**config.mk**
```make
export PLATFORM = sky130hd
export DESIGN_NAME = ahb_rom
export DESIGN_NICKNAME = d
export VERILOG_FILES = /design/src/rtl/soc_pkg.sv /design/src/rtl/ahb_rom.sv
export SDC_FILE = /design/constraint.sdc
export NUM_CORES = 1
export LEC_CHECK = 0
export ABC_AREA = 1
export BUFFER_PORTS_ARGS = -buffer_cell sky130_fd_sc_hd__buf_2
export CAP_MARGIN = 20
export CELL_PAD_IN_SITES_DETAIL_PLACEMENT = 1
export CELL_PAD_IN_SITES_GLOBAL_PLACEMENT = 1
export CORE_ASPECT_RATIO = 2
export CORE_UTILIZATION = 19
export DETAILED_ROUTE_END_ITERATION = 10
export GPL_TIMING_DRIVEN = 0
export HOLD_SLACK_MARGIN = 0.15
export PLACE_DENSITY = 0.8
export SLEW_MARGIN = 20
export SYNTH_ARGS = -nofsm -noshare
export SYNTH_HDL_FRONTEND = slang
export SYNTH_SLANG_ARGS = --single-unit
```
**constraint.sdc**
```tcl
create_clock -name clk -period 2.7 [get_ports clk]
set_clock_uncertainty 0.1 [all_clocks]
set_input_delay 0.54 -clock clk [delete_from_list [all_inputs] [get_ports clk]]
set_output_delay 0.54 -clock clk [all_outputs]
set_load 0.03 [all_outputs]
```
**src/rtl/soc_pkg.sv**
```systemverilog
package soc_pkg;

    // AHB transfer type encoding
    typedef enum logic [1:0] {
        IDLE   = 2'b00,
        BUSY   = 2'b01,
        NONSEQ = 2'b10,
        SEQ    = 2'b11
    } htrans_e;

    typedef enum logic [1:0] {
        SEL_NONE = 2'd0,
        SEL_ROM  = 2'd1,
        SEL_SRAM = 2'd2
    } slave_sel_e;

    typedef enum logic [2:0] {
        DMA_IDLE    = 3'd0,
        DMA_RD_ADDR = 3'd1,
        DMA_RD_DATA = 3'd2,
        DMA_WR_ADDR = 3'd3,
        DMA_WR_DATA = 3'd4,
        DMA_DONE    = 3'd5
    } dma_state_e;

    // One master's request, hwdata belongs to the following data phase
    typedef struct packed {
        logic [31:0] haddr;
        htrans_e     htrans;
        logic        hwrite;
        logic [31:0] hwdata;
    } ahb_req_t;

    typedef struct packed {
        logic [31:0] hrdata;
        logic        hready;
        logic        hresp;
    } ahb_rsp_t;

    // Address map
    localparam logic [31:0] ROM_BASE    = 32'h0000_0000;
    localparam logic [31:0] SRAM_BASE   = 32'h1000_0000;
    localparam logic [31:0] REGION_SIZE = 32'h0000_1000;

    localparam logic [15:0] ROM_TAG = 16'hC0DE;

    // ROM content: tag in the upper half, word index in the lower half
    function automatic logic [31:0] rom_word(input logic [15:0] index);
        return {ROM_TAG, index};
    endfunction

endpackage

```
**src/rtl/ahb_rom.sv**
```systemverilog
`timescale 1ns/1ps

module ahb_rom #(
    parameter int ROM_WORDS = 1024
) (
    input  logic              clk,
    input  logic              rst_n,
    input  logic              hsel,
    input  soc_pkg::ahb_req_t bus_req,
    output soc_pkg::ahb_rsp_t rsp
);
    import soc_pkg::*;

    localparam int AW = $clog2(ROM_WORDS);

    typedef enum logic [2:0] {
        ROM_IDLE,
        ROM_WAIT,
        ROM_DATA,
        ROM_ERR1,
        ROM_ERR2
    } rom_state_e;

    rom_state_e    state;
    logic [AW-1:0] index_q;
    logic          start;

    assign start = hsel && (bus_req.htrans == NONSEQ);

    always_ff @(posedge clk) begin
        if (!rst_n) begin
            state <= ROM_IDLE;
        end else begin
            case (state)
                ROM_WAIT: state <= ROM_DATA;
                ROM_ERR1: state <= ROM_ERR2;
                // Idle, last data cycle or last error cycle can take a new address
                default: begin
                    if (start) begin
                        state <= bus_req.hwrite ? ROM_ERR1 : ROM_WAIT;
                    end else begin
                        state <= ROM_IDLE;
                    end
                end
            endcase
        end
    end

    always_ff @(posedge clk) begin
        if (start) begin
            index_q <= bus_req.haddr[AW+1:2];
        end
    end

    assign rsp.hrdata = (state == ROM_DATA) ? rom_word(16'(index_q)) : '0;
    assign rsp.hready = (state != ROM_WAIT) && (state != ROM_ERR1);
    assign rsp.hresp  = (state == ROM_ERR1) || (state == ROM_ERR2);

    // An error always opens with a wait cycle
    a_err_two_cycle: assert property (@(posedge clk) disable iff (!rst_n)
        rsp.hresp |-> ($past(rsp.hresp) || !rsp.hready));

endmodule

```
-- Yosys cells after proc, flatten, opt, wreduce, memory -nomap -nowiden
Cells that the tools add are included.
- eq/ne operators: 7
- mux-type cells: 4
- reductions and logical operators: 3
- operator list (kind ; number):
    $mux W32 ; 1
    $eq A3 B2 Y1 const B ; 2
    $pmux W3 S2 ; 1
    $mux W2 ; 2
    $eq A3 B1 Y1 const B ; 1
    $eq A3 B3 Y1 const B ; 1
    $ne A3 B1 Y1 const B ; 1
    $ne A3 B2 Y1 const B ; 1
    $eq A2 B2 Y1 const B ; 1
    $logic_and A1 B1 Y1 ; 2
    $logic_or A1 B1 Y1 ; 1
- input bits: 70
- output and inout bits: 34
- register bits: 13

-- Logic depth before layout (Yosys ltp)
- depth in word-level cells: 4
- mapped depth: 5
- mapped depth without buffers: 4

-- Worst setup path after synthesis
Ideal clock, no wire load.
- kind: reg2out
- start: register state[2]
- end: output rsp[20] (netlist bit)
- data required time: 2.060 ns
- stages on the path, launching flop included: 6
- path buffers: 2
- slack: 1.091 ns
- arrival: 0.969 ns
- path through: dfxtp_1 inv_2 nand3_2 buf_6 inv_2 buf_4
- RTL lines (element ; line ; text):
    from (decl) ; ahb_rom.sv:24 ; rom_state_e state;
    from (signal assigned) ; ahb_rom.sv:40 ; state <= bus_req.hwrite ? ROM_ERR1 : ROM_WAIT;
    to (decl) ; ahb_rom.sv:10 ; output soc_pkg::ahb_rsp_t rsp

==> results.yml <==
die:
  core_area_um2: 3610
  ioPinCount: 104
  start_util_pct: 19.9
  die_x_um: 45.5
  die_h_um: 89.0
  die_area_um2: 4050
  rows: 31
clock_network:
  cts_buffer_depth: 2
  cts_setup_buffers: 0
  holdBufCountCts: 0
  clk_pin_slew_ns: 0.06
  cts_tree: "done"
  cts_sinks: 13
  cts_made_buffers: 3
  clock-root-buffer: "clkbuf_8"
  cts-htree-levels: 1
  clkLatencyLatePin_ns: 0.24
  cts_resized: 0
place:
  dp_hpwl_um: 1240
  io_buffer_count: 35
  place_congestion: 0.648
  placed_area_um2: 1000
pwr:
  p_leak_uw: 0.000598
  clkPwrFrac_pct: 34.9
  p_sw_share_pct: 26.5
  intPower_uw: 363
  peakVddDrop_uv: 253
  p_per_area_nw_per_um2: 470
  switchingPower_uw: 130
  combPwrFrac_pct: 19.1
  pwr-share-seq_pct: 46.1
synthesis:
  yosysWarnings: 0
  synthCells: 75
  ys_types: 15
  synth_seq_cells: 13
  synth_top_area_share_pct: 41.7
  yosysTopAreaCell: "edfxtp_1"
  syn_area_um2: 719
  synth.area.top_cells: "edfxtp_1, buf_4, dfxtp_1"
  yosysSeqAreaShare_pct: 50.1
  avgSynthCellArea_um2: 9.59
global_route:
  grt_pass1_vias: 532
  grt_overflow: 0
  antenna_found_initial: 0
  grt_use_total_pct: 7.81
  grt_max_degree: 11
  grt_pass1_wl_um: 2310
timing:
  drv_slew: 0
  rsz0062_at_grt: "no"
  layout_min_cycle_time_ns: 1.94
  setup_violations: 0
  final_hold_viol_count: 0
  clock.fmax_ghz: 0.515
  fin_setup_tns_ns: 0
  period_share_pct: 71.9
layout:
  layout_common_cells: "buf_2, buf_4, conb_1, inv_1, edfxtp_1"
  stdcell_area_um2: 1050
  multiInputGateArea_um2: 179
  area_growth_pct: 45.9
  layout.nets: 198
  layout-drive-gt1-share_pct: 57.5
  n_antenna_cell: 0
  register_area_um2: 360
  nFillCells: 448
  final_common_cell: "buf_2"
worst_setup_path:
  arrival_ns: 1.30
  cpMaxStageDelayCell: "dfxtp_1"
  r2r_slack_ns: 1.86
  critPathBufInv: 5
  cpPeakStageDelay_ns: 0.32
  crit_cells: 6
  critPathRequiredTime_ns: 2.06
  regToRegEndpoint: "state[1]$_SDFF_PN0_"
  crit_chain: "inv_2 > nand3_2 > buf_6 > inv_2 > buf_4 > buf_2"
  crit_path_frequent_cell: "inv_2"
  cp_top_family: "buffers and inverters"
  crit_path_end: "rsp[33]"
  r2r-start: "state[0]$_SDFF_PN0_"
  reg2reg_depth: 3
  criticalPathCategory: "flip-flop to output port"
  critPathMaxFanout: 10
  start_kind: "flip-flop"
  endpoint_kind: "output port"
  critPathLaunch: "state[2]$_SDFF_PN0_"
routing:
  drc: 0
  drt-vias-per-instance: 3.39
  wirelength_um: 1430
  first_iter_violations: 10
  drtPass1Iterations: 4
  drtAntennaViolNets: 0
  vias: 597
  wl_per_cell_um: 8.10
status:
  outcome: "finished, final reports clean"
min_path:
  hp-start: "bus_req[46]"
  hold_class: "input port to flip-flop"
job:
  maxCapViolCount: 0
[power by group through the flow]
stage	Sequential (uW)	Clock (uW)	Combinational, uW
4_1_cts	227	177	94.1
3_5_place_dp	231	0	93.9
3_3_place_gp	231	0	92.3
2_1_floorplan	231	0	73.8
5_1_grt	228	188	103
6_report	227	172	94.1
[logic make-up after synthesis]
kind of cell           synth area share, %
other                                0.521
AOI/OAI and AO/OA                    0.695
DFF                                   50.1
buffers and inverters                 31.8
and+or+nand+nor                       16.9
[registers in the layout (all words and copies together) (netlist names)]
register and flops:
index_q 10, state 3
[Yosys cell counts]
master / instances
a21oi_1: 1
buf_4: 21
buf_6: 1
conb_1: 1
dfxtp_1: 3
edfxtp_1: 10
inv_1: 13
inv_2: 3
nand2_1: 5
nand3_1: 2
nand3_2: 1
nand4_1: 1
nor2_1: 4
nor2_2: 8
nor2_4: 1
[worst register-to-register path: cells and delay by family, from the launching register on]
| family | cells | cell delay, ns |
|---|---|---|
| DFF | 1 | 0.38 |
| and+or+nand+nor | 2 | 0.22 |
| AOI/OAI and AO/OA | 1 | 0.04 |
[metrics by stage]
step	setup slack, ns	hold slack (ns)	std cells	util [%]	total power (uW)
floorplan	1.09	0.404	88	-	304
global placement	1.02	0.435	172	27.9	323
detailed placement	1.01	0.444	172	27.9	325
CTS	0.727	0.368	176	29.1	498
global route	0.666	0.363	176	29.1	519
finish	0.758	0.374	176	29.1	493
[routing by layer]
| metal | vias up | GRT usage, % | part of all wire [%] |
|---|---|---|---|
| li1 | 291 | - | - |
| met2 | 43 | 13.9 | 53 |
| met4 | 0 | 4.13 | 0.56 |
| met1 | 261 | 7.88 | 37 |
| met3 | 2 | 2.02 | 9.5 |
| met5 | - | 0 | 0 |
[worst min-delay path by stage]
| stage | end | slack [ns] | depth (start not counted) |
|---|---|---|---|
| floorplan | state[2]$_SDFF_PN0_ | 0.40 | 2 |
| global placement | state[2]$_SDFF_PN0_ | 0.43 | 2 |
| detailed placement | state[2]$_SDFF_PN0_ | 0.44 | 2 |
| CTS | index_q[9]$_DFFE_PN_ | 0.37 | 1 |
| global route | index_q[7]$_DFFE_PN_ | 0.36 | 1 |
| finish | index_q[9]$_DFFE_PN_ | 0.37 | 1 |
[final cells by class]
cell class	instances	area share, %
Buffer	22	16.1
Clock buffer	4	4.29
Timing Repair Buffer	35	16.7
Tap cell	49	5.84
Sequential cell	13	34.3
Multi-Input combinational cell	37	17.0
Inverter	16	5.72
Note: power is estimated with default switching activity, not from simulation.
