**config.mk**
```make
export PLATFORM = sky130hd
export DESIGN_NAME = ahb_arbiter
export DESIGN_NICKNAME = d
export VERILOG_FILES = /design/src/rtl/soc_pkg.sv /design/src/rtl/ahb_arbiter.sv
export SDC_FILE = /design/constraint.sdc
export NUM_CORES = 1
export LEC_CHECK = 0
export BUFFER_PORTS_ARGS = -buffer_cell sky130_fd_sc_hd__buf_2
export CAP_MARGIN = 20
export CORE_AREA = 2 2 119 121
export DETAILED_ROUTE_END_ITERATION = 8
export DIE_AREA = 0 0 121 123
export PLACE_DENSITY = 0.47
export SLEW_MARGIN = 20
export SYNTH_ARGS = -nofsm -noshare
export SYNTH_HDL_FRONTEND = slang
export SYNTH_SLANG_ARGS = --single-unit
```
**constraint.sdc**
```tcl
create_clock -name clk -period 1.4 [get_ports clk]
set_input_delay 0.14 -clock clk [delete_from_list [all_inputs] [get_ports clk]]
set_output_delay 0.14 -clock clk [all_outputs]
set_load 0.02 [all_outputs]
```
**src/rtl/soc_pkg.sv**
```systemverilog
package soc_pkg;

    // AHB transfer type encoding
    typedef enum logic [1:0] {
        IDLE   = 2'b00,
        BUSY   = 2'b01,
        NONSEQ = 2'b10,
        SEQ    = 2'b11
    } htrans_e;

    typedef enum logic [1:0] {
        SEL_NONE = 2'd0,
        SEL_ROM  = 2'd1,
        SEL_SRAM = 2'd2
    } slave_sel_e;

    typedef enum logic [2:0] {
        DMA_IDLE    = 3'd0,
        DMA_RD_ADDR = 3'd1,
        DMA_RD_DATA = 3'd2,
        DMA_WR_ADDR = 3'd3,
        DMA_WR_DATA = 3'd4,
        DMA_DONE    = 3'd5
    } dma_state_e;

    // One master's request, hwdata belongs to the following data phase
    typedef struct packed {
        logic [31:0] haddr;
        htrans_e     htrans;
        logic        hwrite;
        logic [31:0] hwdata;
    } ahb_req_t;

    typedef struct packed {
        logic [31:0] hrdata;
        logic        hready;
        logic        hresp;
    } ahb_rsp_t;

    // Address map
    localparam logic [31:0] ROM_BASE    = 32'h0000_0000;
    localparam logic [31:0] SRAM_BASE   = 32'h1000_0000;
    localparam logic [31:0] REGION_SIZE = 32'h0000_1000;

    localparam logic [15:0] ROM_TAG = 16'hC0DE;

    // ROM content: tag in the upper half, word index in the lower half
    function automatic logic [31:0] rom_word(input logic [15:0] index);
        return {ROM_TAG, index};
    endfunction

endpackage

```
**src/rtl/ahb_arbiter.sv**
```systemverilog
`timescale 1ns/1ps

module ahb_arbiter (
    input  logic              clk,
    input  logic              rst_n,
    input  soc_pkg::ahb_req_t cpu_req,
    input  soc_pkg::ahb_req_t dma_req,
    input  soc_pkg::ahb_rsp_t bus_rsp,
    output soc_pkg::ahb_req_t bus_req,
    output soc_pkg::ahb_rsp_t cpu_rsp,
    output soc_pkg::ahb_rsp_t dma_rsp
);
    import soc_pkg::*;

    logic grant_dma;
    logic data_valid;
    logic data_dma;
    logic cpu_nonseq;
    logic dma_nonseq;

    assign cpu_nonseq = (cpu_req.htrans == NONSEQ);
    assign dma_nonseq = (dma_req.htrans == NONSEQ);

    // Grant and data-phase owner only move when the bus is ready
    always_ff @(posedge clk) begin
        if (!rst_n) begin
            grant_dma  <= 1'b0;
            data_valid <= 1'b0;
            data_dma   <= 1'b0;
        end else if (bus_rsp.hready) begin
            data_valid <= (bus_req.htrans == NONSEQ);
            data_dma   <= grant_dma;
            // CPU wins, idle bus parks on the CPU
            grant_dma  <= !cpu_nonseq && dma_nonseq;
        end
    end

    always_comb begin
        bus_req        = grant_dma ? dma_req : cpu_req;
        bus_req.hwdata = data_dma ? dma_req.hwdata : cpu_req.hwdata;
    end

    always_comb begin
        cpu_rsp.hrdata = (data_valid && !data_dma) ? bus_rsp.hrdata : '0;
        cpu_rsp.hresp  = data_valid && !data_dma && bus_rsp.hresp;
        // Hold off a waiting master until its address is on the bus
        cpu_rsp.hready = bus_rsp.hready && !(grant_dma && cpu_nonseq);

        dma_rsp.hrdata = (data_valid && data_dma) ? bus_rsp.hrdata : '0;
        dma_rsp.hresp  = data_valid && data_dma && bus_rsp.hresp;
        dma_rsp.hready = bus_rsp.hready && !(!grant_dma && dma_nonseq);
    end

    // An accepted transfer must make that master the data-phase owner
    a_cpu_owner: assert property (@(posedge clk) disable iff (!rst_n)
        (cpu_nonseq && cpu_rsp.hready) |=> (data_valid && !data_dma));
    a_dma_owner: assert property (@(posedge clk) disable iff (!rst_n)
        (dma_nonseq && dma_rsp.hready) |=> (data_valid && data_dma));

endmodule

```
Word-level counts from Yosys, hierarchy flattened

Cells that the tools add are included.
Widths: inputs -> output; s select.

Register bits: 3
Bits in latches: 0
Bits in writable memories: 0
ROM bits: 0
Bits of input ports: 170
Output and inout port bits: 135
Logic and storage cells: 24
Memories kept: 0

Add/sub/neg operators: 0
Multiply operators: 0
Div/mod/pow operators: 0
$lt $le $gt $ge: 0
Equality and inequality tests: 3
Shift operators: 0
Mux-type cells: 4
Bitwise gates (word level): 0
Reduce and logical (&&, ||, !) cells: 14

Operator list:

| kind               | number |
|---|---|
| $mux 32            | 3 |
| $mux 67            | 1 |
| $logic_and 1x1->1  | 9 |
| $eq 2x2->1 const B | 3 |
| $logic_not 1->1    | 5 |

Longest topological paths before layout

Word-level depth: 4
Depth in mapped cells: 3
Depth with buffers taken out: 3

Worst setup path before layout

OpenSTA, ideal clock, no wires.

Path kind: register -> output
Start: reg grant_dma
End: out bus_req[38] (netlist bit)
Data arrival time: 1.125 ns
Data required time: 1.260 ns
Setup slack: 0.135 ns
Cell stages (with the launch flop): 4
Path buffers: 2
Cells stage by stage: dfxtp_1 -> buf_2 -> buf_4 -> mux2_2

RTL lines:

| what                   | line              | source |
|---|---|---|
| start, declared        | ahb_arbiter.sv:15 | `logic grant_dma;` |
| start signal, assigned | ahb_arbiter.sv:34 | `grant_dma <= !cpu_nonseq && dma_nonseq;` |
| end, declared          | ahb_arbiter.sv:9  | `output soc_pkg::ahb_req_t bus_req,` |

==> reports/metrics.yaml <==
outcome:
  run_status: "finished with violations"
  violations: "setup timing"
placed_design:
  globalplace.congestion: 0.745
  io_buffer_count: 304
  post-place-ws_ps: 79.6
  postPlaceCellArea_mm2: 0.00316
  dp_hpwl_um: 7580
hold_path:
  min_path_type: "in -> reg"
  holdCritStartpoint: "rst_n"
worst_setup_path:
  path_class: "reg -> out"
  cp-start-kind: "flip-flop"
  r2r-start: "grant_dma"
  worst_ep_required_time_ps: 1260
  endpoint_kind: "output pin"
  crit_arrival_ps: 1350
  critPathLaunch: "data_dma"
  ff2ff_path_depth: 4
  critPathCapture: "bus_req[5]"
  worstReg2RegEnd: "data_valid"
  path_max_fanout: 9
  worst-r2r-setup-slack_ps: 80
clock_network:
  cts.clk_slew.worst_paths_ps: 30
  cts_buffers: 3
  clock-root-buffer: "clkbuf_16"
  cts_sinks: 3
  htree_levels: 1
  clk_path_buf_depth: 2
  cts.hold.buffers_added: 0
  clk-insertion-delay-late_ps: 220
  cts_tree: "yes"
route:
  routed_wl_um: 10400
  vias_per_cell: 3.88
  drt_iter0_markers: 33
  dr_total_vias: 2567
  ant_nets: 0
  dr.pass1.iters: 4
  wl_per_cell_um: 15.7
  drc: 0
pwr:
  pwr-share-clk_pct: 26.5
  peakVddDrop_mv: 0.343
  p_sw_uw: 584
  p_seq_share_pct: 5.3
  power_density_mw_per_mm2: 389
  p_sw_share_pct: 34.1
  leakagePower_uw: 0.00247
  p_int_uw: 1130
  pwr-share-comb_pct: 68.1
yosys:
  synth-async-reset-ratio_pct: 0
  syn_nets: 338
  synth_compound_area_share_pct: 1.51
  syn-mean-instance-area_um2: 8.36
  synth_xor_area_share_pct: 0
  ys_seq_area_share_pct: 4.27
  synth-main-ff-cell: "dfxtp_1"
  synth.distinct_cells: 19
  ys_ff_latch: 3
  synth.cell_area_mm2: 0.00141
  synth_fa_ha_area_share_pct: 0
  synth_top_family_by_area: "multiplexers"
  synth_edf_count: 0
  yosysWarningCount: 0
  synthCells: 168
  synth-simple-area-share_pct: 33.2
  muxShareOfSynthArea_pct: 54.7
global_route:
  antenna_found_initial: 0
  gr-usage-all-layers_pct: 11.4
  grt_pass1_vias: 2441
  grt_max_degree: 34
  overflow: 0
  grt_first_pass_wirelength_um: 13300
timing:
  setup_tns_ps: -4810
  relSlewSlack_pct: 83.5
  finClkSkew_ps: 0.361
  fmax_mhz: 670
  finalHoldViolCount: 0
  worst_slack_ps: -92.9
  timing.hold.ws_ps: 183
  fin_crit_sh_pct: 107
  rsz0062_at_grt: "true"
  min_period_ps: 1490
  report.final.slew_viol_count: 0
  setup_viol_count_final: 83
  worstMarginPinSlew_ps: 245
die:
  die_area_mm2: 0.0149
  core-area_mm2: 0.0136
  rows: 43
  die_x_um: 121
  initial_core_util_pct: 10.3
  dieHeight_um: 123
  io_pins: 305
layout:
  fin_area_mm2: 0.00440
  drive_gt1_share_pct: 87.9
  syn_to_final_growth_pct: 213
  fillers: 1388
  antenna_cells: 0
  fin_nets: 652
run:
  maxCapViolCount: 0
[power groups by stage]
stage	logic, uW	registers (uW)	clock network, uW
after floorplan	408	92.4	0
after global placement	826	93.9	0
after detailed placement	833	94.1	0
after CTS	989	90.6	461
after global routing	1240	91.7	476
final	1170	91.2	454
[cells in the final DEF, fill, tap and decap left out, drive strengths merged]
cell type / synthesis / final
nand2: 2 / 2
nor2b: 3 / 3
or3b: 1 / 1
mux2: 67 / 67
and3: 33 / 33
inv: 2 / 2
dfxtp: 3 / 3
buf: 8 / 323
a21oi: 1 / 1
nand3: 1 / 1
mux2i: 1 / 1
o31a: 1 / 1
o21a: 1 / 1
and2b: 1 / 1
and2: 33 / 33
nor4: 1 / 1
clkbuf: 9 / 7
[synth_stat cells, types with 2 or more instances]
cell type   n  area (um^2)
dfxtp_1     3         60.1
clkbuf_1    9         33.8
and3_1     33          206
and2_1     33          206
inv_1       2         7.51
nor2b_1     3         18.8
nand2_1     2         7.51
buf_2       5         25.0
buf_4       3         22.5
mux2_2     66          743
[timing repair]
action / in CTS / in global routing
setup buffers: 7 / 3
resized for setup: 144 / 145
setup endpoints to repair: 99 / 132
gates cloned: 5 / 3
pin swaps: 8 / 0
[flip-flops by register name, indices dropped and copies added (netlist names)]
register,count
data_valid,1
grant_dma,1
data_dma,1
[cell type report]
class | count | area [um^2] | share of cell area (%)
Clock buffer | 4 | 78.8 | 1.79
Sequential cell | 3 | 67.6 | 1.54
Timing Repair Buffer | 326 | 2510 | 57.1
Inverter | 2 | 7.51 | 0.171
Multi-Input combinational cell | 146 | 1510 | 34.3
Tap cell | 180 | 225 | 5.12
[per-layer routing]
metal | vias to the layer above | global-route usage (%) | wire length (um)
met5 | - | 0 | 0
met4 | 0 | 1.60 | 28
met3 | 2 | 2.91 | 863
met2 | 147 | 22.1 | 5710
met1 | 1192 | 12.7 | 3770
li1 | 1226 | - | -
[cell families (layout without fill, tap and decap cells)]
| family | after synthesis | in the layout |
|---|---|---|
| buf+inv | 19 | 332 |
| simple gates | 75 | 75 |
| mux | 68 | 68 |
| flops | 3 | 3 |
| compound gates | 3 | 3 |
[critical path, cell delays in order, from the launching register on]
cell and delay, ps:
dfxtp_4 350, buf_6 130, buf_12 140, mux2_2 340, buf_4 160
[metrics by stage]
stage	power (uW)	std cells	util, %
6_report	1710	661	32.3
5_1_grt	1800	661	32.3
4_1_cts	1540	658	28.6
3_5_place_dp	927	642	23.2
3_3_place_gp	920	642	23.2
2_1_floorplan	501	168	-
[worst min path at each step]
stage / end / slack (ps) / cells after the start
floorplan: grant_dma / 260 / 1
global placement: grant_dma / 410 / 2
detailed placement: grant_dma / 400 / 2
CTS: grant_dma / 180 / 2
global route: grant_dma / 180 / 2
finish: grant_dma / 180 / 2
(Power assumes the default switching activity.)
