[config.mk]
export PLATFORM = sky130hd
export DESIGN_NAME = dma_engine
export DESIGN_NICKNAME = d
export VERILOG_FILES = /design/src/rtl/soc_pkg.sv /design/src/rtl/dma_engine.sv
export SDC_FILE = /design/constraint.sdc
export NUM_CORES = 1
export LEC_CHECK = 0
export BUFFER_PORTS_ARGS = -buffer_cell sky130_fd_sc_hd__buf_2
export CAP_MARGIN = 15
export CELL_PAD_IN_SITES_DETAIL_PLACEMENT = 0
export CELL_PAD_IN_SITES_GLOBAL_PLACEMENT = 1
export CORE_MARGIN = 5
export CORE_UTILIZATION = 39
export CTS_CLUSTER_SIZE = 12
export DETAILED_ROUTE_END_ITERATION = 12
export GPL_ROUTABILITY_DRIVEN = 1
export PLACE_DENSITY_LB_ADDON = 0.1
export SLEW_MARGIN = 10
export SYNTH_ARGS = -nofsm -noshare
export SYNTH_HDL_FRONTEND = slang
export SYNTH_SLANG_ARGS = --single-unit
[constraint.sdc]
create_clock -name clk -period 3.8 [get_ports clk]
set_input_delay 1.14 -clock clk [delete_from_list [all_inputs] [get_ports clk]]
set_output_delay 1.14 -clock clk [all_outputs]
set_load 0.005 [all_outputs]
[src/rtl/soc_pkg.sv]
package soc_pkg;

    // AHB transfer type encoding
    typedef enum logic [1:0] {
        IDLE   = 2'b00,
        BUSY   = 2'b01,
        NONSEQ = 2'b10,
        SEQ    = 2'b11
    } htrans_e;

    typedef enum logic [1:0] {
        SEL_NONE = 2'd0,
        SEL_ROM  = 2'd1,
        SEL_SRAM = 2'd2
    } slave_sel_e;

    typedef enum logic [2:0] {
        DMA_IDLE    = 3'd0,
        DMA_RD_ADDR = 3'd1,
        DMA_RD_DATA = 3'd2,
        DMA_WR_ADDR = 3'd3,
        DMA_WR_DATA = 3'd4,
        DMA_DONE    = 3'd5
    } dma_state_e;

    // One master's request, hwdata belongs to the following data phase
    typedef struct packed {
        logic [31:0] haddr;
        htrans_e     htrans;
        logic        hwrite;
        logic [31:0] hwdata;
    } ahb_req_t;

    typedef struct packed {
        logic [31:0] hrdata;
        logic        hready;
        logic        hresp;
    } ahb_rsp_t;

    // Address map
    localparam logic [31:0] ROM_BASE    = 32'h0000_0000;
    localparam logic [31:0] SRAM_BASE   = 32'h1000_0000;
    localparam logic [31:0] REGION_SIZE = 32'h0000_1000;

    localparam logic [15:0] ROM_TAG = 16'hC0DE;

    // ROM content: tag in the upper half, word index in the lower half
    function automatic logic [31:0] rom_word(input logic [15:0] index);
        return {ROM_TAG, index};
    endfunction

endpackage

[src/rtl/dma_engine.sv]
`timescale 1ns/1ps

module dma_engine (
    input  logic              clk,
    input  logic              rst_n,
    input  logic              dma_start,
    input  logic [31:0]       dma_src_addr,
    input  logic [31:0]       dma_dest_addr,
    input  logic [15:0]       dma_transfer_size,
    input  soc_pkg::ahb_rsp_t dma_rsp,
    output logic              dma_done,
    output logic              dma_busy,
    output soc_pkg::ahb_req_t dma_req
);
    import soc_pkg::*;

    dma_state_e  state;
    logic [31:0] src_q;
    logic [31:0] dest_q;
    logic [15:0] count_q;
    logic [31:0] data_q;

    always_ff @(posedge clk) begin
        if (!rst_n) begin
            state   <= DMA_IDLE;
            count_q <= '0;
        end else begin
            case (state)
                DMA_IDLE: begin
                    if (dma_start) begin
                        count_q <= dma_transfer_size;
                        // Nothing to move, finish straight away
                        state   <= (dma_transfer_size == '0) ? DMA_DONE : DMA_RD_ADDR;
                    end
                end
                DMA_RD_ADDR: begin
                    if (dma_rsp.hready) begin
                        state <= DMA_RD_DATA;
                    end
                end
                DMA_RD_DATA: begin
                    if (dma_rsp.hready) begin
                        state <= dma_rsp.hresp ? DMA_DONE : DMA_WR_ADDR;
                    end
                end
                DMA_WR_ADDR: begin
                    if (dma_rsp.hready) begin
                        state <= DMA_WR_DATA;
                    end
                end
                DMA_WR_DATA: begin
                    if (dma_rsp.hready) begin
                        count_q <= count_q - 16'd1;
                        if (dma_rsp.hresp || (count_q == 16'd1)) begin
                            state <= DMA_DONE;
                        end else begin
                            state <= DMA_RD_ADDR;
                        end
                    end
                end
                default: state <= DMA_IDLE;
            endcase
        end
    end

    // Address and data registers
    always_ff @(posedge clk) begin
        if (state == DMA_IDLE && dma_start) begin
            src_q  <= dma_src_addr;
            dest_q <= dma_dest_addr;
        end else if (state == DMA_WR_DATA && dma_rsp.hready) begin
            src_q  <= src_q + 32'd4;
            dest_q <= dest_q + 32'd4;
        end
        if (state == DMA_RD_DATA && dma_rsp.hready && !dma_rsp.hresp) begin
            data_q <= dma_rsp.hrdata;
        end
    end

    always_comb begin
        dma_req.hwdata = data_q;
        case (state)
            DMA_RD_ADDR: begin
                dma_req.haddr  = src_q;
                dma_req.htrans = NONSEQ;
                dma_req.hwrite = 1'b0;
            end
            DMA_WR_ADDR: begin
                dma_req.haddr  = dest_q;
                dma_req.htrans = NONSEQ;
                dma_req.hwrite = 1'b1;
            end
            default: begin
                dma_req.haddr  = src_q;
                dma_req.htrans = IDLE;
                dma_req.hwrite = 1'b0;
            end
        endcase
    end

    assign dma_done = (state == DMA_DONE);
    assign dma_busy = (state != DMA_IDLE) && (state != DMA_DONE);

endmodule

## Word level (Yosys, flattened, before mapping)

Index checks and enable logic that the tools add are counted.

- Word-level logic and storage cells: 51
- Input bits: 117
- Register bits after elaboration: 115
- Output and inout port bits: 69

- Eq/ne operators: 12
- Reductions and logical operators: 14
- Add/subtract/negate cells: 3
- Mux-type cells: 17

Operator list:

| cell | count |
|---|---|
| $mux W32 | 4 |
| $pmux W35 S2 | 1 |
| $add A32 B3 Y32 const B | 2 |
| $mux W16 | 2 |
| $pmux W16 S2 | 1 |
| $mux W3 | 8 |
| $eq A16 B1 Y1 const B | 1 |
| $logic_not A16 Y1 | 1 |
| $sub A16 B1 Y16 const B | 1 |
| $pmux W3 S5 | 1 |
| $ne A2 B2 Y1 const B | 5 |
| $eq A3 B2 Y1 const B | 2 |
| $eq A3 B3 Y1 const B | 2 |
| $logic_and A1 B1 Y1 | 5 |
| $reduce_and A5 Y1 | 1 |
| $reduce_bool A2 Y1 | 2 |
| $eq A3 B1 Y1 const B | 1 |
| $logic_not A3 Y1 | 1 |
| $ne A3 B3 Y1 const B | 1 |
| $reduce_and A3 Y1 | 1 |
| $reduce_bool A3 Y1 | 1 |
| $logic_not A1 Y1 | 1 |
| $logic_or A1 B1 Y1 | 1 |

## Depth between registers and ports, before layout

Gate-level depths: netlist of run 1.

- Word-level depth: 5
- Mapped depth: 9
- Depth with buffers taken out: 6

## Worst setup path before layout of run 1

No wires, ideal clock.

- Path kind: input port to flip-flop
- From: input dma_rsp[0] (netlist name)
- To: register data_q[0] (enable)
- Setup slack: 665 ps
- Cell stages on the path: 3
- Buffers on the path: 0
- Data required time: 3379 ps
- Library setup time: 421 ps
- Arrival: 2714 ps
- Cell sequence: nor2_1 > nand2_1 > nor2_1

- Cells in the longest elaborated chain, start to end: 2

RTL lines:

| item | RTL line | source |
|---|---|---|
| from (decl) | dma_engine.sv:10 | `input soc_pkg::ahb_rsp_t dma_rsp,` |
| $logic_not A1 Y1 | dma_engine.sv:75 | `if (state == DMA_RD_DATA && dma_rsp.hready && !dma_rsp.hresp) begin` |
| $logic_and A1 B1 Y1 | dma_engine.sv:75 |  |
| to (signal assigned) | dma_engine.sv:76 | `data_q <= dma_rsp.hrdata;` |
| to (decl) | dma_engine.sv:21 | `logic [31:0] data_q;` |

No other way between the ends.
A chain may end at the register's enable or synchronous reset.

==> results of run 1 <==
## worst reg2reg max path, cell delays in order, from the launching register on
cell	delay [ns]
dfxtp_1	0.44
nor3_4	0.39
nand2_2	0.30
inv_2	0.56
buf_12	0.30
o21ai_0	0.15
## cell type report
type	instances	area [um2]	area share
timing repair buffer	192	1020	0.128
tap	216	270	0.0338
inverter	13	48.8	0.00611
clock buffer	17	425	0.0533
multi-input combinational	460	2810	0.352
sequential	115	3260	0.409
clock inverter	15	149	0.0186
## routing by layer
| layer | wire (um) | global-route usage | part of all wire |
|---|---|---|---|
| met3 | 1370 | 0.0430 | 0.076 |
| met5 | 0 | 0 | 0 |
| met1 | 8430 | 0.278 | 0.47 |
| met2 | 8010 | 0.290 | 0.44 |
| met4 | 263 | 0.0599 | 0.015 |
## sequential cells by signal (all words and copies together), names as in the netlist
name and cells:
state 3, data_q 32, count_q 16, dest_q 32, src_q 32
## Yosys cell counts, types with 17 or more instances
cell type,count
a21oi_1,23
buf_2,18
dfxtp_1,19
edfxtp_1,96
mux2_2,29
nand2_1,104
nand3_1,23
nand4_1,26
nor2_1,42
o21ai_0,43
o21ai_1,23
xnor2_1,17
xor2_1,39
## path summary, 6_finish.rpt
kind	from	depth (start not counted)	slack, ns	endpoint
min reg2reg	count_q[1]	2	0.50	count_q[1]
max	state[2]	6	0.45	dma_req[65]
max reg2reg	state[1]	5	1.41	dest_q[9]
min	count_q[1]	2	0.50	count_q[1]
## stage by stage
step | std cells | hold slack [ns] | cell area (um2) | utilization
3_5_place_dp | 996 | 0.488 | 7410 | 0.468
3_3_place_gp | 996 | 0.475 | 7410 | 0.468
2_1_floorplan | 619 | 0.459 | 6270 | -
4_1_cts | 1028 | 0.494 | 7990 | 0.505
5_1_grt | 1028 | 0.533 | 7990 | 0.505
6_report | 1028 | 0.500 | 7990 | 0.505
## power by group
part | internal, mW | switching [mW]
Sequential | 1.52 | 0.140
Combinational | 0.268 | 0.332
Clock | 0.919 | 0.635
## cell families (layout without fill, tap and decap cells)
kind of cell	Yosys count	in the layout	synth area share
flops	115	115	0.520
buf+inv	44	237	0.0317
xor+xnor	56	56	0.0782
other cells	1	1	0.000598
compound gates	116	116	0.103
mux	29	29	0.0521
fa+ha+maj	4	4	0.00798
simple gates	254	254	0.206
==> run metrics, run 1 <==
critical path required time=2.66 ns; worst slew pin tran=0.732 ns; CTS HTree Levels=4; antenna violations before repair=0; Root Buffer=clkbuf_16; fraction of registers with async set/reset=0; Buf+Inv Stages, Crit Path=3; worst-skew pair later-pin latency=0.42 ns; dpl hpwl=13500 um; fmax=298 MHz; layout cells sized above 1=0.329; final hold viol count=0; synthesis warning total=0; Cell variety after synth=52; Cell Area, Synth=6270 um2; PortBufs=184; diode count=0; Core ar.=15800 um2; Worst path max stage delay=0.58 ns; FP Rows=46; top fanout value on the critical path=35; Die Span Y=137 um; Critical Path AT=2.21 ns; CTS tree=done; gr usage total=0.193; CTS max path bufs=2; unrepaired setup endpoints after global routing=false; Synth Instances=619; max cap viols=0; status=finished clean; number of detailed-route iterations in the first pass=5; Peak VDD IR=0.000293 V; synthesis-to-finish area growth=27.4%; Place WS=0.890 ns; die width=137 um; Slew Viols, Final=0; post-synthesis area per instance=10.1 um2; Post-Route WL=18100 um; area share of the largest cell type after synthesis=0.460; Worst Slack Setup Final=0.448 ns; Top FF cell, synth=edfxtp_1; Initial Utilization=0.396; DIE AREA=18700 um2; # DRC=0; commonest non-fill, non-tap cell in the layout=buf_2; post-CTS sizing=0; first-pass GRT wire length=27800 um; initial drt markers=409; post-synth top area cell=edfxtp_1; vias=5349; Hold WC Path Type=reg2reg; Slew headroom=0.510; number of CTS-inserted buffers=17; crit-path cells=nor2b_1 -> nand2_1 -> buf_4 -> inv_1 -> o21ai_0 -> buf_2; vias in the first global route=5196; Tcrit/Tclk final=0.882; final setup TNS=0 ns; most frequent cells in the layout=buf_2, nand2_1, edfxtp_1; register area share after synthesis=0.520; DRT antenna net count=0; WL/cell=17.6 um; Worst Setup End Kind=output port; Clock Sinks=115; clk_skew=0.00959 ns; critical path class=reg2out; fin nets=920; largest net degree at the start of global routing=61; Synth Net Count=740; Post-synth EDFFs=96; Final Setup Violations=0; main area contributors after synthesis=edfxtp_1, nand2_1, dfxtp_1, xor2_1, mux2_2; drt via density=5.20; CTS hold repair buffers=0; #FFs+latches synth=115; IO Count=186; clock-pin slew on the worst setup and hold paths=0.06 ns; CP startpoint kind=register; total power=3.82 mW; post-route minimum period=3.35 ns; fill cell count=1526; number of setup buffers added after CTS=0; Largest delay share family, worst path=buffers and inverters; gpl congestion=0.813; Pleak=3.10 nW; aggregate global routing overflow=0; slowest cell on the critical path=dfxtp_1; Pwr Density=478 nW/um2
(Power assumes the default switching activity.)
==> inputs of run 2 (changes only) <==
--- a/config.mk
+++ b/config.mk
@@ -14,6 +14,7 @@
 export CTS_CLUSTER_SIZE = 12
 export DETAILED_ROUTE_END_ITERATION = 12
 export GPL_ROUTABILITY_DRIVEN = 1
+export MAX_ROUTING_LAYER = met4
 export PLACE_DENSITY_LB_ADDON = 0.1
 export SLEW_MARGIN = 10
 export SYNTH_ARGS = -nofsm -noshare
==> run metrics, run 2 (synthesis gave the netlist of run 1 again) <==
dpl hpwl=13500 um; fill cell count=1526; Pleak=3.10 nW; met2 WL post-DR=8010 um; post-route minimum period=3.37 ns; CTS hold repair buffers=0; synthesis-to-finish area growth=27.4%; top sig layer=met4; clock-pin slew on the worst setup and hold paths=0.06 ns; drt via density=5.23; Largest delay share family, worst path=buffers and inverters; Root Buffer=clkbuf_16; Place WS=0.890 ns; Hold Path Stages=2; unrepaired setup endpoints after global routing=false; critical path required time=2.66 ns; r2r setup slk=1.40 ns; max cap viols=0; Worst Setup End Kind=output port; antenna violations before repair=0; Clock Sinks=115; worst-skew pair later-pin latency=0.42 ns; die width=137 um; Final Instance Area=7990 um2; Tcrit/Tclk final=0.888; Die Span Y=137 um; met3 WL=1400 um; FF-to-FF Start=state[1]; CTS tree=done; top fanout value on the critical path=35; slowest cell on the critical path=dfxtp_1; Hold WC Path Type=reg2reg; number of CTS-inserted buffers=17; Post-Route WL=18100 um; Buf+Inv Stages, Crit Path=3; CP startpoint kind=register; vias=5372; number of setup buffers added after CTS=0; DIE AREA=18700 um2; # DRC=0; commonest non-fill, non-tap cell in the layout=buf_2; Hold Path End=count_q[9]; WL/cell=17.6 um; diode count=0; Multi-input gate area=2810 um2; gpl congestion=0.825; Initial Utilization=0.396; Worst Slack Setup Final=0.426 ns; RR Endpoint=src_q[9]; Final Setup Violations=0; fmax=296 MHz; most frequent cells in the layout=buf_2, nand2_1, edfxtp_1; final setup TNS=0 ns; Hold Startpoint=count_q[9]; total power=3.82 mW; Slew Viols, Final=0; IO Count=186; initial drt markers=396; Area after DPL=7410 um2; Critical Path AT=2.23 ns; first-pass GRT wire length=27900 um; layout cells sized above 1=0.329; critical path class=reg2out; CTS max path bufs=2; final hold viol count=0; vias in the first global route=5197; Slew headroom=0.508; R2R depth=5; clk_skew=0.00908 ns; Worst path max stage delay=0.59 ns; crit-path cells=nor2b_1 -> nand2_1 -> buf_4 -> inv_1 -> o21ai_0 -> buf_2; status=finished clean; PortBufs=184; CTS HTree Levels=4; WL met1=8430 um; worst slew pin tran=0.736 ns; FP Rows=46; FF/Latch Area=3260 um2; DRT antenna net count=0; aggregate global routing overflow=0; Peak VDD IR=0.000295 V; gr usage total=0.199; Core ar.=15800 um2; post-CTS sizing=0; Pwr Density=478 nW/um2; Largest regs=data_q: 32 flops, dest_q: 32 flops, src_q: 32 flops; fin nets=920; largest net degree at the start of global routing=61; number of detailed-route iterations in the first pass=5
run 2: per-layer routing:
metal | vias up | GRT usage
li1 | 2632 | -
met1 | 2521 | 0.279
met2 | 198 | 0.291
met3 | 21 | 0.0467
met4 | 0 | 0.0549
met5 | - | -
run 2: area by class of cell:
cell class / count / share of cell area
clock buffer: 17 / 0.0533
multi-input combinational: 460 / 0.352
clock inverter: 15 / 0.0186
tap: 216 / 0.0338
timing repair buffer: 192 / 0.128
inverter: 13 / 0.00611
sequential: 115 / 0.409
run 2: how the worst max path moves through the flow:
stage	startpoint	slack (ns)	cells past startpoint	to
after global placement	state[2]	0.94	5	dma_req[62]
after CTS	state[2]	0.44	5	dma_req[63]
final	state[2]	0.43	6	dma_req[65]
after global routing	state[2]	0.26	6	dma_req[65]
after floorplan	dma_rsp[0]	0.67	3	data_q[0]
after detailed placement	state[2]	0.89	5	dma_req[63]
run 2: report_power, final:
part	total (mW)	internal [mW]	switching [mW]
combinational	0.599	0.268	0.331
sequential	1.66	1.52	0.140
clock	1.56	0.919	0.636
total	3.82	2.71	1.11
run 2: worst min-delay path, delay by kind of cell, from the launching register on:
family             cells  cell delay (ns)
AOI/OAI and AO/OA      1             0.07
DFF                    1             0.32
and+or+nand+nor        1             0.06
run 2: per-stage QoR:
step                      std cells   util  hold slack [ns]
after CTS                      1028  0.505            0.494
after floorplan                 619      -            0.459
after global routing           1028  0.505            0.533
final                          1028  0.505            0.500
after detailed placement        996  0.468            0.488
after global placement          996  0.468            0.475
