--- src/rtl/soc_pkg.sv ---
package soc_pkg;

    // AHB transfer type encoding
    typedef enum logic [1:0] {
        IDLE   = 2'b00,
        BUSY   = 2'b01,
        NONSEQ = 2'b10,
        SEQ    = 2'b11
    } htrans_e;

    typedef enum logic [1:0] {
        SEL_NONE = 2'd0,
        SEL_ROM  = 2'd1,
        SEL_SRAM = 2'd2
    } slave_sel_e;

    typedef enum logic [2:0] {
        DMA_IDLE    = 3'd0,
        DMA_RD_ADDR = 3'd1,
        DMA_RD_DATA = 3'd2,
        DMA_WR_ADDR = 3'd3,
        DMA_WR_DATA = 3'd4,
        DMA_DONE    = 3'd5
    } dma_state_e;

    // One master's request, hwdata belongs to the following data phase
    typedef struct packed {
        logic [31:0] haddr;
        htrans_e     htrans;
        logic        hwrite;
        logic [31:0] hwdata;
    } ahb_req_t;

    typedef struct packed {
        logic [31:0] hrdata;
        logic        hready;
        logic        hresp;
    } ahb_rsp_t;

    // Address map
    localparam logic [31:0] ROM_BASE    = 32'h0000_0000;
    localparam logic [31:0] SRAM_BASE   = 32'h1000_0000;
    localparam logic [31:0] REGION_SIZE = 32'h0000_1000;

    localparam logic [15:0] ROM_TAG = 16'hC0DE;

    // ROM content: tag in the upper half, word index in the lower half
    function automatic logic [31:0] rom_word(input logic [15:0] index);
        return {ROM_TAG, index};
    endfunction

endpackage

--- src/rtl/ahb_decoder.sv ---
`timescale 1ns/1ps

module ahb_decoder #(
    parameter int ROM_WORDS  = 1024,
    parameter int SRAM_WORDS = 1024
) (
    input  logic              clk,
    input  logic              rst_n,
    input  soc_pkg::ahb_req_t bus_req,
    input  soc_pkg::ahb_rsp_t rom_rsp,
    input  soc_pkg::ahb_rsp_t sram_rsp,
    output logic              rom_hsel,
    output logic              sram_hsel,
    output soc_pkg::ahb_rsp_t bus_rsp
);
    import soc_pkg::*;

    // Each region is limited by its window and by the memory depth
    localparam logic [31:0] ROM_SPAN =
        (32'(ROM_WORDS) * 4 < REGION_SIZE) ? 32'(ROM_WORDS) * 4 : REGION_SIZE;
    localparam logic [31:0] SRAM_SPAN =
        (32'(SRAM_WORDS) * 4 < REGION_SIZE) ? 32'(SRAM_WORDS) * 4 : REGION_SIZE;

    slave_sel_e  addr_sel;
    slave_sel_e  data_sel;
    logic [31:0] rom_off;
    logic [31:0] sram_off;
    logic        err_first;
    logic        err_second;
    ahb_rsp_t    def_rsp;

    always_comb begin
        rom_off  = bus_req.haddr - ROM_BASE;
        sram_off = bus_req.haddr - SRAM_BASE;
        if (rom_off < ROM_SPAN) begin
            addr_sel = SEL_ROM;
        end else if (sram_off < SRAM_SPAN) begin
            addr_sel = SEL_SRAM;
        end else begin
            addr_sel = SEL_NONE;
        end
    end

    // Select qualified by the bus being ready, so a stalled address is not taken
    assign rom_hsel  = (addr_sel == SEL_ROM) && bus_rsp.hready;
    assign sram_hsel = (addr_sel == SEL_SRAM) && bus_rsp.hready;

    always_ff @(posedge clk) begin
        if (!rst_n) begin
            data_sel   <= SEL_NONE;
            err_first  <= 1'b0;
            err_second <= 1'b0;
        end else begin
            err_first  <= bus_rsp.hready && (bus_req.htrans == NONSEQ) &&
                          (addr_sel == SEL_NONE);
            err_second <= err_first;
            if (bus_rsp.hready) begin
                data_sel <= (bus_req.htrans == NONSEQ) ? addr_sel : SEL_NONE;
            end
        end
    end

    // Default slave, two-cycle ERROR for unmapped accesses
    assign def_rsp.hrdata = '0;
    assign def_rsp.hready = !err_first;
    assign def_rsp.hresp  = err_first || err_second;

    always_comb begin
        case (data_sel)
            SEL_ROM:  bus_rsp = rom_rsp;
            SEL_SRAM: bus_rsp = sram_rsp;
            default:  bus_rsp = def_rsp;
        endcase
    end

    a_hsel_onehot: assert property (@(posedge clk) disable iff (!rst_n)
        $onehot0({rom_hsel, sram_hsel}));

endmodule

--- config.mk ---
export PLATFORM = sky130hd
export DESIGN_NAME = ahb_decoder
export DESIGN_NICKNAME = d
export VERILOG_FILES = /design/src/rtl/soc_pkg.sv /design/src/rtl/ahb_decoder.sv
export SDC_FILE = /design/constraint.sdc
export NUM_CORES = 1
export LEC_CHECK = 0
export BUFFER_PORTS_ARGS = -buffer_cell sky130_fd_sc_hd__buf_2
export CORE_AREA = 2 2 67 69
export DETAILED_ROUTE_END_ITERATION = 8
export DIE_AREA = 0 0 69 71
export PLACE_DENSITY = 0.62
export SLEW_MARGIN = 10
export SYNTH_ARGS = -nofsm -noshare
export SYNTH_HDL_FRONTEND = slang
export SYNTH_SLANG_ARGS = --single-unit
export TNS_END_PERCENT = 20
--- constraint.sdc ---
create_clock -name clk -period 2.35 [get_ports clk]
set_clock_uncertainty 0.2 [all_clocks]
set_input_delay 0.47 -clock clk [delete_from_list [all_inputs] [get_ports clk]]
set_output_delay 0.47 -clock clk [all_outputs]
set_load 0.01 [all_outputs]
### Yosys cells after proc, flatten, opt, wreduce, memory -nomap -nowiden

Cells that the tools add are included.

* shift-type cells: 0
* order comparisons: 2
* bitwise logic cells: 0
* reduce and logical (&&, ||, !) cells: 7
* divide/modulo/power cells: 0
* $add $sub $neg: 1
* equal/unequal tests: 5
* mux-type cells: 4
* multipliers: 0

Operator list (count)
* $pmux 34 s2: 1
* $lt 32x13->1 const B: 2
* $sub 32x29->32 const B: 1
* $eq 2x2->1 const B: 3
* $mux 2: 3
* $eq 2x1->1 const B: 2
* $logic_and 1x1->1: 4
* $logic_not 2->1: 1
* $logic_not 1->1: 1
* $logic_or 1x1->1: 1

* memory bits (read-only): 0
* memory bits (writable): 0
* memories: 0
* word-level logic and storage cells: 22
* bits in latches: 0
* register bits: 4
* bits of input ports: 137
* output and inout port bits: 36

### Depth between registers and ports, before layout

Gate-level depths: netlist of the first run.

* depth in word-level cells: 6
* depth in mapped cells: 7

### Worst setup path after synthesis of the first run

Ideal clock, no wire load.

* path type: register to output
* from: reg data_sel[0]
* to: out sram_hsel
* required time: 1680 ps
* arrival: 1442 ps
* setup slack: 238 ps
* stages on the path, launching flop included: 8
* cell sequence: dfxtp_1 > inv_1 > ha_1 > buf_2 > a221oi_1 > a21o_2 > inv_1 > and3_1

RTL lines
* start: declaration: RTL line ahb_decoder.sv:25 `slave_sel_e data_sel;`
* start signal: assignment: RTL line ahb_decoder.sv:58 `data_sel <= (bus_req.htrans == NONSEQ) ? addr_sel : SEL_NONE;`
* end: declaration: RTL line ahb_decoder.sv:13 `output logic sram_hsel,`

### Worst setup path after layout of the first run

* from: reg data_sel[1]
* to: out sram_hsel

* cells in the longest elaborated chain, start to end: 3

Ends and longest elaborated chain
* $eq 2x2->1 or $eq 2x1->1 (tied branches): RTL line ahb_decoder.sv:69 `case (data_sel)`
* $pmux 34 s2 (*): RTL line ahb_decoder.sv:69
* $logic_and 1x1->1 (*): RTL line ahb_decoder.sv:46 `assign sram_hsel = (addr_sel == SEL_SRAM) && bus_rsp.hready;`

Mark *: on every way between the ends. The rest lies on a longest branch, timed or not.

==> impl_metrics.tcl, run 1 <==
set metrics [dict create \
    ys_types 20 \
    antenna_found_initial 0 \
    drc 0 \
    finalCritPeriodShare 0.9714 \
    syn_nets 246 \
    avgSynthCellArea_um2 6.537 \
    clk_latency_ns 0.21 \
    fillCellCount 470 \
    start_util 0.1664 \
    drive_above_1_share 0.6438 \
    path_class "reg2out" \
    seq_area_um2 82.58 \
    peakVddDrop_v 0.0004703 \
    rsz0062_at_grt "no" \
    io_buffer_count 127 \
    dr.pass1.iters 4 \
    multi_input_area_um2 590.6 \
    num_rows 24 \
    track_usage 0.1306 \
    fin_nets 374 \
    via_per_inst 4.582 \
    ys_ff_latch 4 \
    start_kind "flip-flop" \
    p_leak_nw 0.7697 \
    netlist_area_um2 699.4 \
    grt_overflow_total 0 \
    wl_per_cell_um 11.51 \
    fp.coreArea_um2 4204 \
    max-cap-violations 0 \
    die_h_um 71 \
    dieArea_um2 4899 \
    worstPathArrival_ns 1.61 \
    synthCells 107 \
    antenna_cells 0 \
    vias 1306 \
    fmax_mhz 438.1 \
    cts_made_buffers 3 \
    clock_path_buffers 2 \
    postRouteAntennaNets 0 \
    worstMarginPinSlew_ns 0.2600 \
    mostFrequentLayoutCells "127 x buf_2, 33 x nor2_1, 32 x a22oi_1" \
    outcome "completed" \
    grt_pass1_wl_mm 5.506 \
    cts_tree "yes" \
    p_per_area_nw_per_um2 200.6 \
    utilization 0.3554 \
    finalSetupTns_ns 0 \
    finalSetupViolCount 0 \
    cts_root_buffer "clkbuf_8" \
    cp.required_ns 1.68 \
    slew_headroom 0.8267 \
    ys_warn_count 0 \
    grt_pass1_vias 1256 \
    first_iter_violations 35 \
    hold_violations 0 \
    grt_max_degree 24 \
    endpoint_kind "output pin" \
    num_io_pins 173 \
    synth-seq-area-share 0.1145 \
    clk_pin_slew_worst_paths_ns 0.03 \
    area_growth_pct 113.6 \
    cts_sinks 4 \
    worstPathMaxFanout 3 \
    final_common_cell "buf_2" \
    hpwlAfterDp_mm 2.664 \
    fin_crit_ns 2.283 \
    report.final.slew_viol_count 0 \
    gp_congestion 0.7259 \
    hp-class "reg2reg" \
    drt-total-wl_mm 3.281 \
    die_w_um 69 \
    h-tree-depth 1 \
]
==> Yosys cell counts <==
cell type | instances | share of area
nor4_1 | 3 | 0.027
a221oi_1 | 2 | 0.025
clkbuf_1 | 9 | 0.048
nor3b_1 | 1 | 0.011
ha_1 | 2 | 0.036
a21o_2 | 3 | 0.038
dfxtp_1 | 4 | 0.11
nand3b_1 | 1 | 0.011
inv_1 | 3 | 0.016
nor4_2 | 1 | 0.018
nor2_1 | 33 | 0.18
buf_2 | 3 | 0.021
nor3_1 | 2 | 0.014
and2_1 | 1 | 0.0090
nand4_1 | 1 | 0.0090
nor4_4 | 1 | 0.030
a22oi_1 | 32 | 0.34
nor3b_2 | 1 | 0.018
and3_1 | 3 | 0.027
a21oi_1 | 1 | 0.0071
==> worst paths after layout <==
kind | startpoint | slack, ns | cells after the start | endpoint
setup reg to reg | data_sel[0] | 0.51 | 7 | data_sel[0]
hold / removal | err_first | 0.28 | 1 | err_second
hold reg to reg | err_first | 0.28 | 1 | err_second
setup / recovery | data_sel[1] | 0.07 | 7 | sram_hsel
==> where the power goes <==
| part | leakage [nW] | internal, mW | switching (mW) |
|---|---|---|---|
| combinational | 0.715 | 0.0589 | 0.0305 |
| sequential | 0.0335 | 0.0696 | 0.000533 |
| clock | 0.0216 | 0.109 | 0.0314 |
| total | 0.770 | 0.237 | 0.0625 |
==> per-stage QoR <==
stage | hold slack (ns) | instances | worst slack (ns) | instance area (um2) | power (mW)
floorplan | 0.2537 | 107 | 0.2384 | 699.4 | 0.07914
global placement | 0.2725 | 281 | 0.09719 | 1404 | 0.1554
detailed placement | 0.2741 | 281 | 0.09646 | 1404 | 0.1581
CTS | 0.2832 | 285 | 0.001680 | 1479 | 0.3032
global route | 0.3155 | 285 | 0.003418 | 1494 | 0.3201
finish | 0.2835 | 285 | 0.06732 | 1494 | 0.2998
==> flip-flops by register name, summed over array words and instances, names as in the netlist <==
name	count
err_first	1
err_second	1
data_sel	2
==> cell type report <==
type                            count  share of cell area
Multi-Input combinational cell     88              0.3953
Tap cell                           52             0.04355
Timing Repair Buffer              135              0.4707
Clock buffer                        3             0.02764
Sequential cell                     4             0.05528
Inverter                            3            0.007538
==> kinds of logic (layout without fill, tap and decap cells) <==
group	Yosys count	in the layout	share of synthesized area
AO/OA/AOI/OAI	38	38	0.4132
flip-flops	4	4	0.1145
adder cells (fa/ha/maj)	2	2	0.03577
AND/OR/NAND/NOR	48	48	0.3506
buffers and inverters	15	141	0.08586
==> critical path, cell delays in order (launching register included) <==
cell      delay [ns]
dfxtp_2         0.35
inv_1           0.05
ha_1            0.22
a221oi_2        0.26
a21o_2          0.16
inv_1           0.05
and3_1          0.16
buf_2           0.14
==> layer usage <==
layer	share of wire	track usage	wire length (um)
met4	0	0	0
met5	0	0	0
met3	0.098	0.02849	322
met1	0.42	0.1691	1380
met2	0.48	0.2372	1578
==> timing repair <==
item / in CTS / in global routing
gates resized for setup: 4 / 4
setup endpoints to repair: 3 / 3
hold buffers: 0 / 0
setup buffers: 1 / 0
(Power assumes the default switching activity.)
==> inputs of run 2 (changes only) <==
- RECOVER_POWER: default -> 50
==> run 2 against run 1 <==
Against the previous run:
- clock power is essentially flat
- wire length grew 0.40%
- hold slack is essentially flat
==> impl_metrics.tcl, run 2 (synthesis results as in run 1) <==
set metrics [dict create \
    hold_violations 0 \
    crit_slowest_cell "dfxtp_2" \
    grt_overflow_total 0 \
    path_class "reg2out" \
    dpl_worst_slack_ns 0.09646 \
    cts_made_buffers 3 \
    via_per_inst 4.618 \
    finalSetupViolCount 0 \
    worst_r2r_path_depth 7 \
    finalCritPeriodShare 0.9718 \
    die_h_um 71 \
    rrSetupSlack_ns 0.51 \
    hpwlAfterDp_mm 2.664 \
    power.total_uw 299.7 \
    fin_nets 374 \
    mostFrequentLayoutCells "115 x buf_2, 33 x nor2_1, 32 x a22oi_1" \
    rsz0062_at_grt "no" \
    num_rows 24 \
    fmax_mhz 437.9 \
    drive_above_1_share 0.5923 \
    worstPathArrival_ns 1.61 \
    crit_chain "inv_1 > ha_1 > a221oi_2 > a21o_2 > inv_1 > and3_1 > buf_2" \
    finalSetupTns_ns 0 \
    dieArea_um2 4899 \
    start_kind "flip-flop" \
    fillCellCount 475 \
    crit_path_max_incr_delay_ns 0.35 \
    grt_pass1_vias 1256 \
    crit_path_frequent_cell "inv_1" \
    clk_latency_ns 0.21 \
    peakVddDrop_v 0.0004823 \
    dr.pass1.iters 4 \
    fp.coreArea_um2 4204 \
    p_per_area_nw_per_um2 203.0 \
    hp-class "reg2reg" \
    gp_congestion 0.7259 \
    wl_per_cell_um 11.56 \
    whs_endpoint "err_second" \
    clock_path_buffers 2 \
    endpoint_kind "output pin" \
    track_usage 0.1306 \
    cp.required_ns 1.68 \
    cts_tree "yes" \
    report.final.slew_viol_count 0 \
    worstPathMaxFanout 3 \
    drc 0 \
    max-cap-violations 0 \
    area_growth_pct 111.1 \
    outcome "completed" \
    h-tree-depth 1 \
    cts_sinks 4 \
    slew_headroom 0.8280 \
    postRouteAntennaNets 0 \
    reg2reg_from "data_sel[0]" \
    fin_crit_ns 2.284 \
    worstMarginPinSlew_ns 0.2581 \
    io_buffer_count 127 \
    whs_path_depth 1 \
    grt_pass1_wl_mm 5.506 \
    vias 1316 \
    p_leak_nw 0.7169 \
    min_from "err_first" \
    die_w_um 69 \
    antenna_found_initial 0 \
    final_common_cell "buf_2" \
    largest_register "data_sel" \
    cts_root_buffer "clkbuf_8" \
    first_iter_violations 34 \
    num_io_pins 173 \
    grt_max_degree 24 \
    largest_reg_flops 2 \
    start_util 0.1664 \
    r2r-end "data_sel[0]" \
    largest_registers "data_sel x2, err_first x1, err_second x1" \
    clk_pin_slew_worst_paths_ns 0.03 \
    drt-total-wl_mm 3.294 \
    fin_ws_ns 0.06616 \
    antenna_cells 0 \
]
==> run 2: changes by cell type in the layout (fill, tap and decap cells not counted), sizes merged <==
cell,previous run,this run
buf,135,121
clkbuf,3,17
==> run 2: repair_timing <==
action | in CTS | in global routing
hold buffers | 0 | 0
endpoints found under the setup margin | 3 | 3
buffers inserted | 1 | 0
pin swaps | 0 | 0
gates resized for setup | 4 | 4
hold endpoints to repair | 0 | 0
==> run 2: final cells by class <==
class,instances,area [um2],share of cell area
timing repair buffer,135,685.7,0.4644
multi-input combinational,88,590.6,0.4000
clock buffer,3,41.29,0.02797
inverter,3,11.26,0.007627
sequential,4,82.58,0.05593
tap,52,65.06,0.04407
==> run 2: how the worst max path moves through the flow <==
stage	endpoint	start	cells past startpoint	slack (ns)
floorplan	sram_hsel	data_sel[0]	7	0.24
global placement	rom_hsel	bus_req[62]	6	0.1
detailed placement	rom_hsel	bus_req[53]	6	0.1
CTS	bus_rsp[0]	data_sel[1]	6	0.002
global route	sram_hsel	data_sel[1]	7	0.006
finish	sram_hsel	data_sel[1]	7	0.07
==> run 2: critical path: cells and delay by family (launching register included) <==
family / cells / cell delay, ns
DFF: 1 / 0.35
adders and majority gates: 1 / 0.22
and+or+nand+nor: 1 / 0.16
AOI/OAI and AO/OA: 2 / 0.42
buffers and inverters: 3 / 0.24
==> run 2: metal layers <==
| layer | GRT usage | share of wire | vias up |
|---|---|---|---|
| met5 | 0 | 0 | - |
| met4 | 0 | 0 | 0 |
| met3 | 0.02849 | 0.10 | 0 |
| met2 | 0.2372 | 0.48 | 82 |
| met1 | 0.1691 | 0.42 | 580 |
| li1 | - | - | 654 |
==> run 2: report_power, final <==
| part | leakage (nW) | switching, mW | total [mW] | internal (mW) |
|---|---|---|---|---|
| clock | 0.0216 | 0.0314 | 0.140 | 0.109 |
| combinational | 0.662 | 0.0307 | 0.0894 | 0.0587 |
| sequential | 0.0335 | 0.000533 | 0.0701 | 0.0696 |
| total | 0.717 | 0.0627 | 0.300 | 0.237 |
==> run 2: per-stage QoR <==
| step | instances | instance area (um2) | util | hold WS (ns) |
|---|---|---|---|---|
| final | 285 | 1476 | 0.3512 | 0.2835 |
| after global routing | 285 | 1476 | 0.3512 | 0.3155 |
| after global placement | 281 | 1404 | 0.3339 | 0.2725 |
| after CTS | 285 | 1479 | 0.3518 | 0.2832 |
| after floorplan | 107 | 699.4 | - | 0.2537 |
| after detailed placement | 281 | 1404 | 0.3339 | 0.2741 |
==> inputs of run 3 (changes only) <==
==> constraint.sdc (replaced) <==
create_clock -name clk -period 2.35 [get_ports clk]
set_clock_uncertainty 0.2 [all_clocks]
set_input_delay 0.235 -clock clk [delete_from_list [all_inputs] [get_ports clk]]
set_output_delay 0.235 -clock clk [all_outputs]
set_load 0.01 [all_outputs]
==> run 3 against run 2 <==
Against the previous run:
- worst setup slack better by 0.13 ns
- core utilization down 1.7 points
- design area down 4.9%
- critical endpoint unchanged
- largest cell class unchanged
==> impl_metrics.tcl, run 3 (synthesis results as in run 1) <==
set metrics [dict create \
    grt_max_degree 34 \
    gp_congestion 0.7230 \
    drt-total-wl_mm 2.993 \
    largest_registers "data_sel x2, err_first x1, err_second x1" \
    via_per_inst 4.537 \
    dieArea_um2 4899 \
    outcome "completed" \
    clk_latency_ns 0.21 \
    multi_input_area_um2 559.3 \
    first_iter_violations 33 \
    postPlaceCellArea_um2 1381 \
    holdBufCountCts 0 \
    worstPathMaxFanout 7 \
    hp-class "in2reg" \
    drc 0 \
    rrSetupSlack_ns 0.51 \
    fillCellCount 469 \
    vias 1275 \
    post_cts_resized 0 \
    cts_setup_buffers 0 \
    postRouteAntennaNets 0 \
    antenna_cells 0 \
    cts_made_buffers 3 \
    rsz0062_at_grt "no" \
    cts_tree "yes" \
    start_kind "flip-flop" \
    worstPathArrival_ns 1.72 \
    grt_overflow_total 0 \
    peakVddDrop_v 0.0004840 \
    crit_slowest_cell "dfxtp_1" \
    fin_nets 370 \
    track_usage 0.1220 \
    cts_root_buffer "clkbuf_8" \
    mostFrequentLayoutCells "112 x buf_2, 33 x nor2_1, 32 x a22oi_1" \
    endpoint_kind "output pin" \
    crit_family "compound AO/OA/AOI/OAI gates" \
    io_buffer_count 127 \
    p_leak_nw 0.6664 \
    fp.coreArea_um2 4204 \
    finalSetupTns_ns 0 \
    finalCritPeriodShare 0.9175 \
    wl_per_cell_um 10.65 \
    cp.required_ns 1.91 \
    antenna_found_initial 0 \
    start_util 0.1664 \
    die_w_um 69 \
    grt_pass1_vias 1232 \
    h-tree-depth 1 \
    num_io_pins 173 \
    finalSetupViolCount 0 \
    hold_violations 0 \
    hpwlAfterDp_mm 2.467 \
    design_area_um2 1404 \
    crit_chain "inv_1 > ha_1 > a221oi_1 > a21o_2 > inv_1 > and3_1 > buf_2" \
    largest_reg_flops 2 \
    die_h_um 71 \
    p_per_area_nw_per_um2 211.6 \
    final_common_cell "buf_2" \
    path_class "reg2out" \
    crit_path_frequent_cell "inv_1" \
    cts_sinks 4 \
    report.final.slew_viol_count 0 \
    num_rows 24 \
    worstMarginPinSlew_ns 0.3661 \
    area_growth_pct 100.7 \
    slew_headroom 0.7559 \
    dr.pass1.iters 4 \
    crit_path_max_incr_delay_ns 0.33 \
    clk_pin_slew_worst_paths_ns 0.03 \
    fin_crit_ns 2.156 \
    max-cap-violations 0 \
    seq_area_um2 80.08 \
    clock_path_buffers 2 \
    largest_register "data_sel" \
    fmax_mhz 463.8 \
    drive_above_1_share 0.5459 \
    power.total_uw 297.1 \
    critPathBufInv 3 \
    grt_pass1_wl_mm 5.106 \
]
run 3: changes by cell type in the layout (fill, tap and decap cells not counted), moves of 2 or more:
cell      change
a221oi_1      +2
a221oi_2      -2
buf_2         -3
clkbuf_1      +3
dfxtp_1       +2
dfxtp_2       -2
run 3: where the power goes:
part	leakage (nW)	internal [mW]	switching, mW	total (mW)
clock	0.0216	0.109	0.0318	0.141
combinational	0.612	0.0577	0.0286	0.0863
sequential	0.0324	0.0696	0.000546	0.0702
total	0.666	0.236	0.0610	0.297
run 3: cell type report:
cell class | instances | area share
inverters | 3 | 0.008021
clock buffers | 3 | 0.02941
multi-input cells | 88 | 0.3984
repair buffers | 131 | 0.4608
flip-flops and latches | 4 | 0.05704
well taps | 52 | 0.04635
run 3: layer usage:
layer,GRT usage,vias to the layer above,wire [um]
met2,0.2190,80,1419
met1,0.1475,544,1248
met3,0.03846,0,325
met4,0.01307,0,0
met5,0,-,0
li1,-,651,-
run 3: final timing paths:
path                                   from          end  cells past startpoint
worst max-delay path            data_sel[0]    sram_hsel                      7
worst min register to register    err_first   err_second                      1
worst min-delay path                  rst_n   err_second                      2
worst max register to register  data_sel[0]  data_sel[1]                      6
run 3: stage by stage:
step | cells | util | setup WS, ns | hold WS, ns
2_1_floorplan | 107 | - | 0.4734 | 0.1623
3_3_place_gp | 278 | 0.3286 | 0.4069 | 0.2734
3_5_place_dp | 278 | 0.3286 | 0.3939 | 0.2778
4_1_cts | 281 | 0.3384 | 0.1567 | 0.07113
5_1_grt | 281 | 0.3339 | 0.02854 | 0.08374
6_report | 281 | 0.3339 | 0.1939 | 0.07892
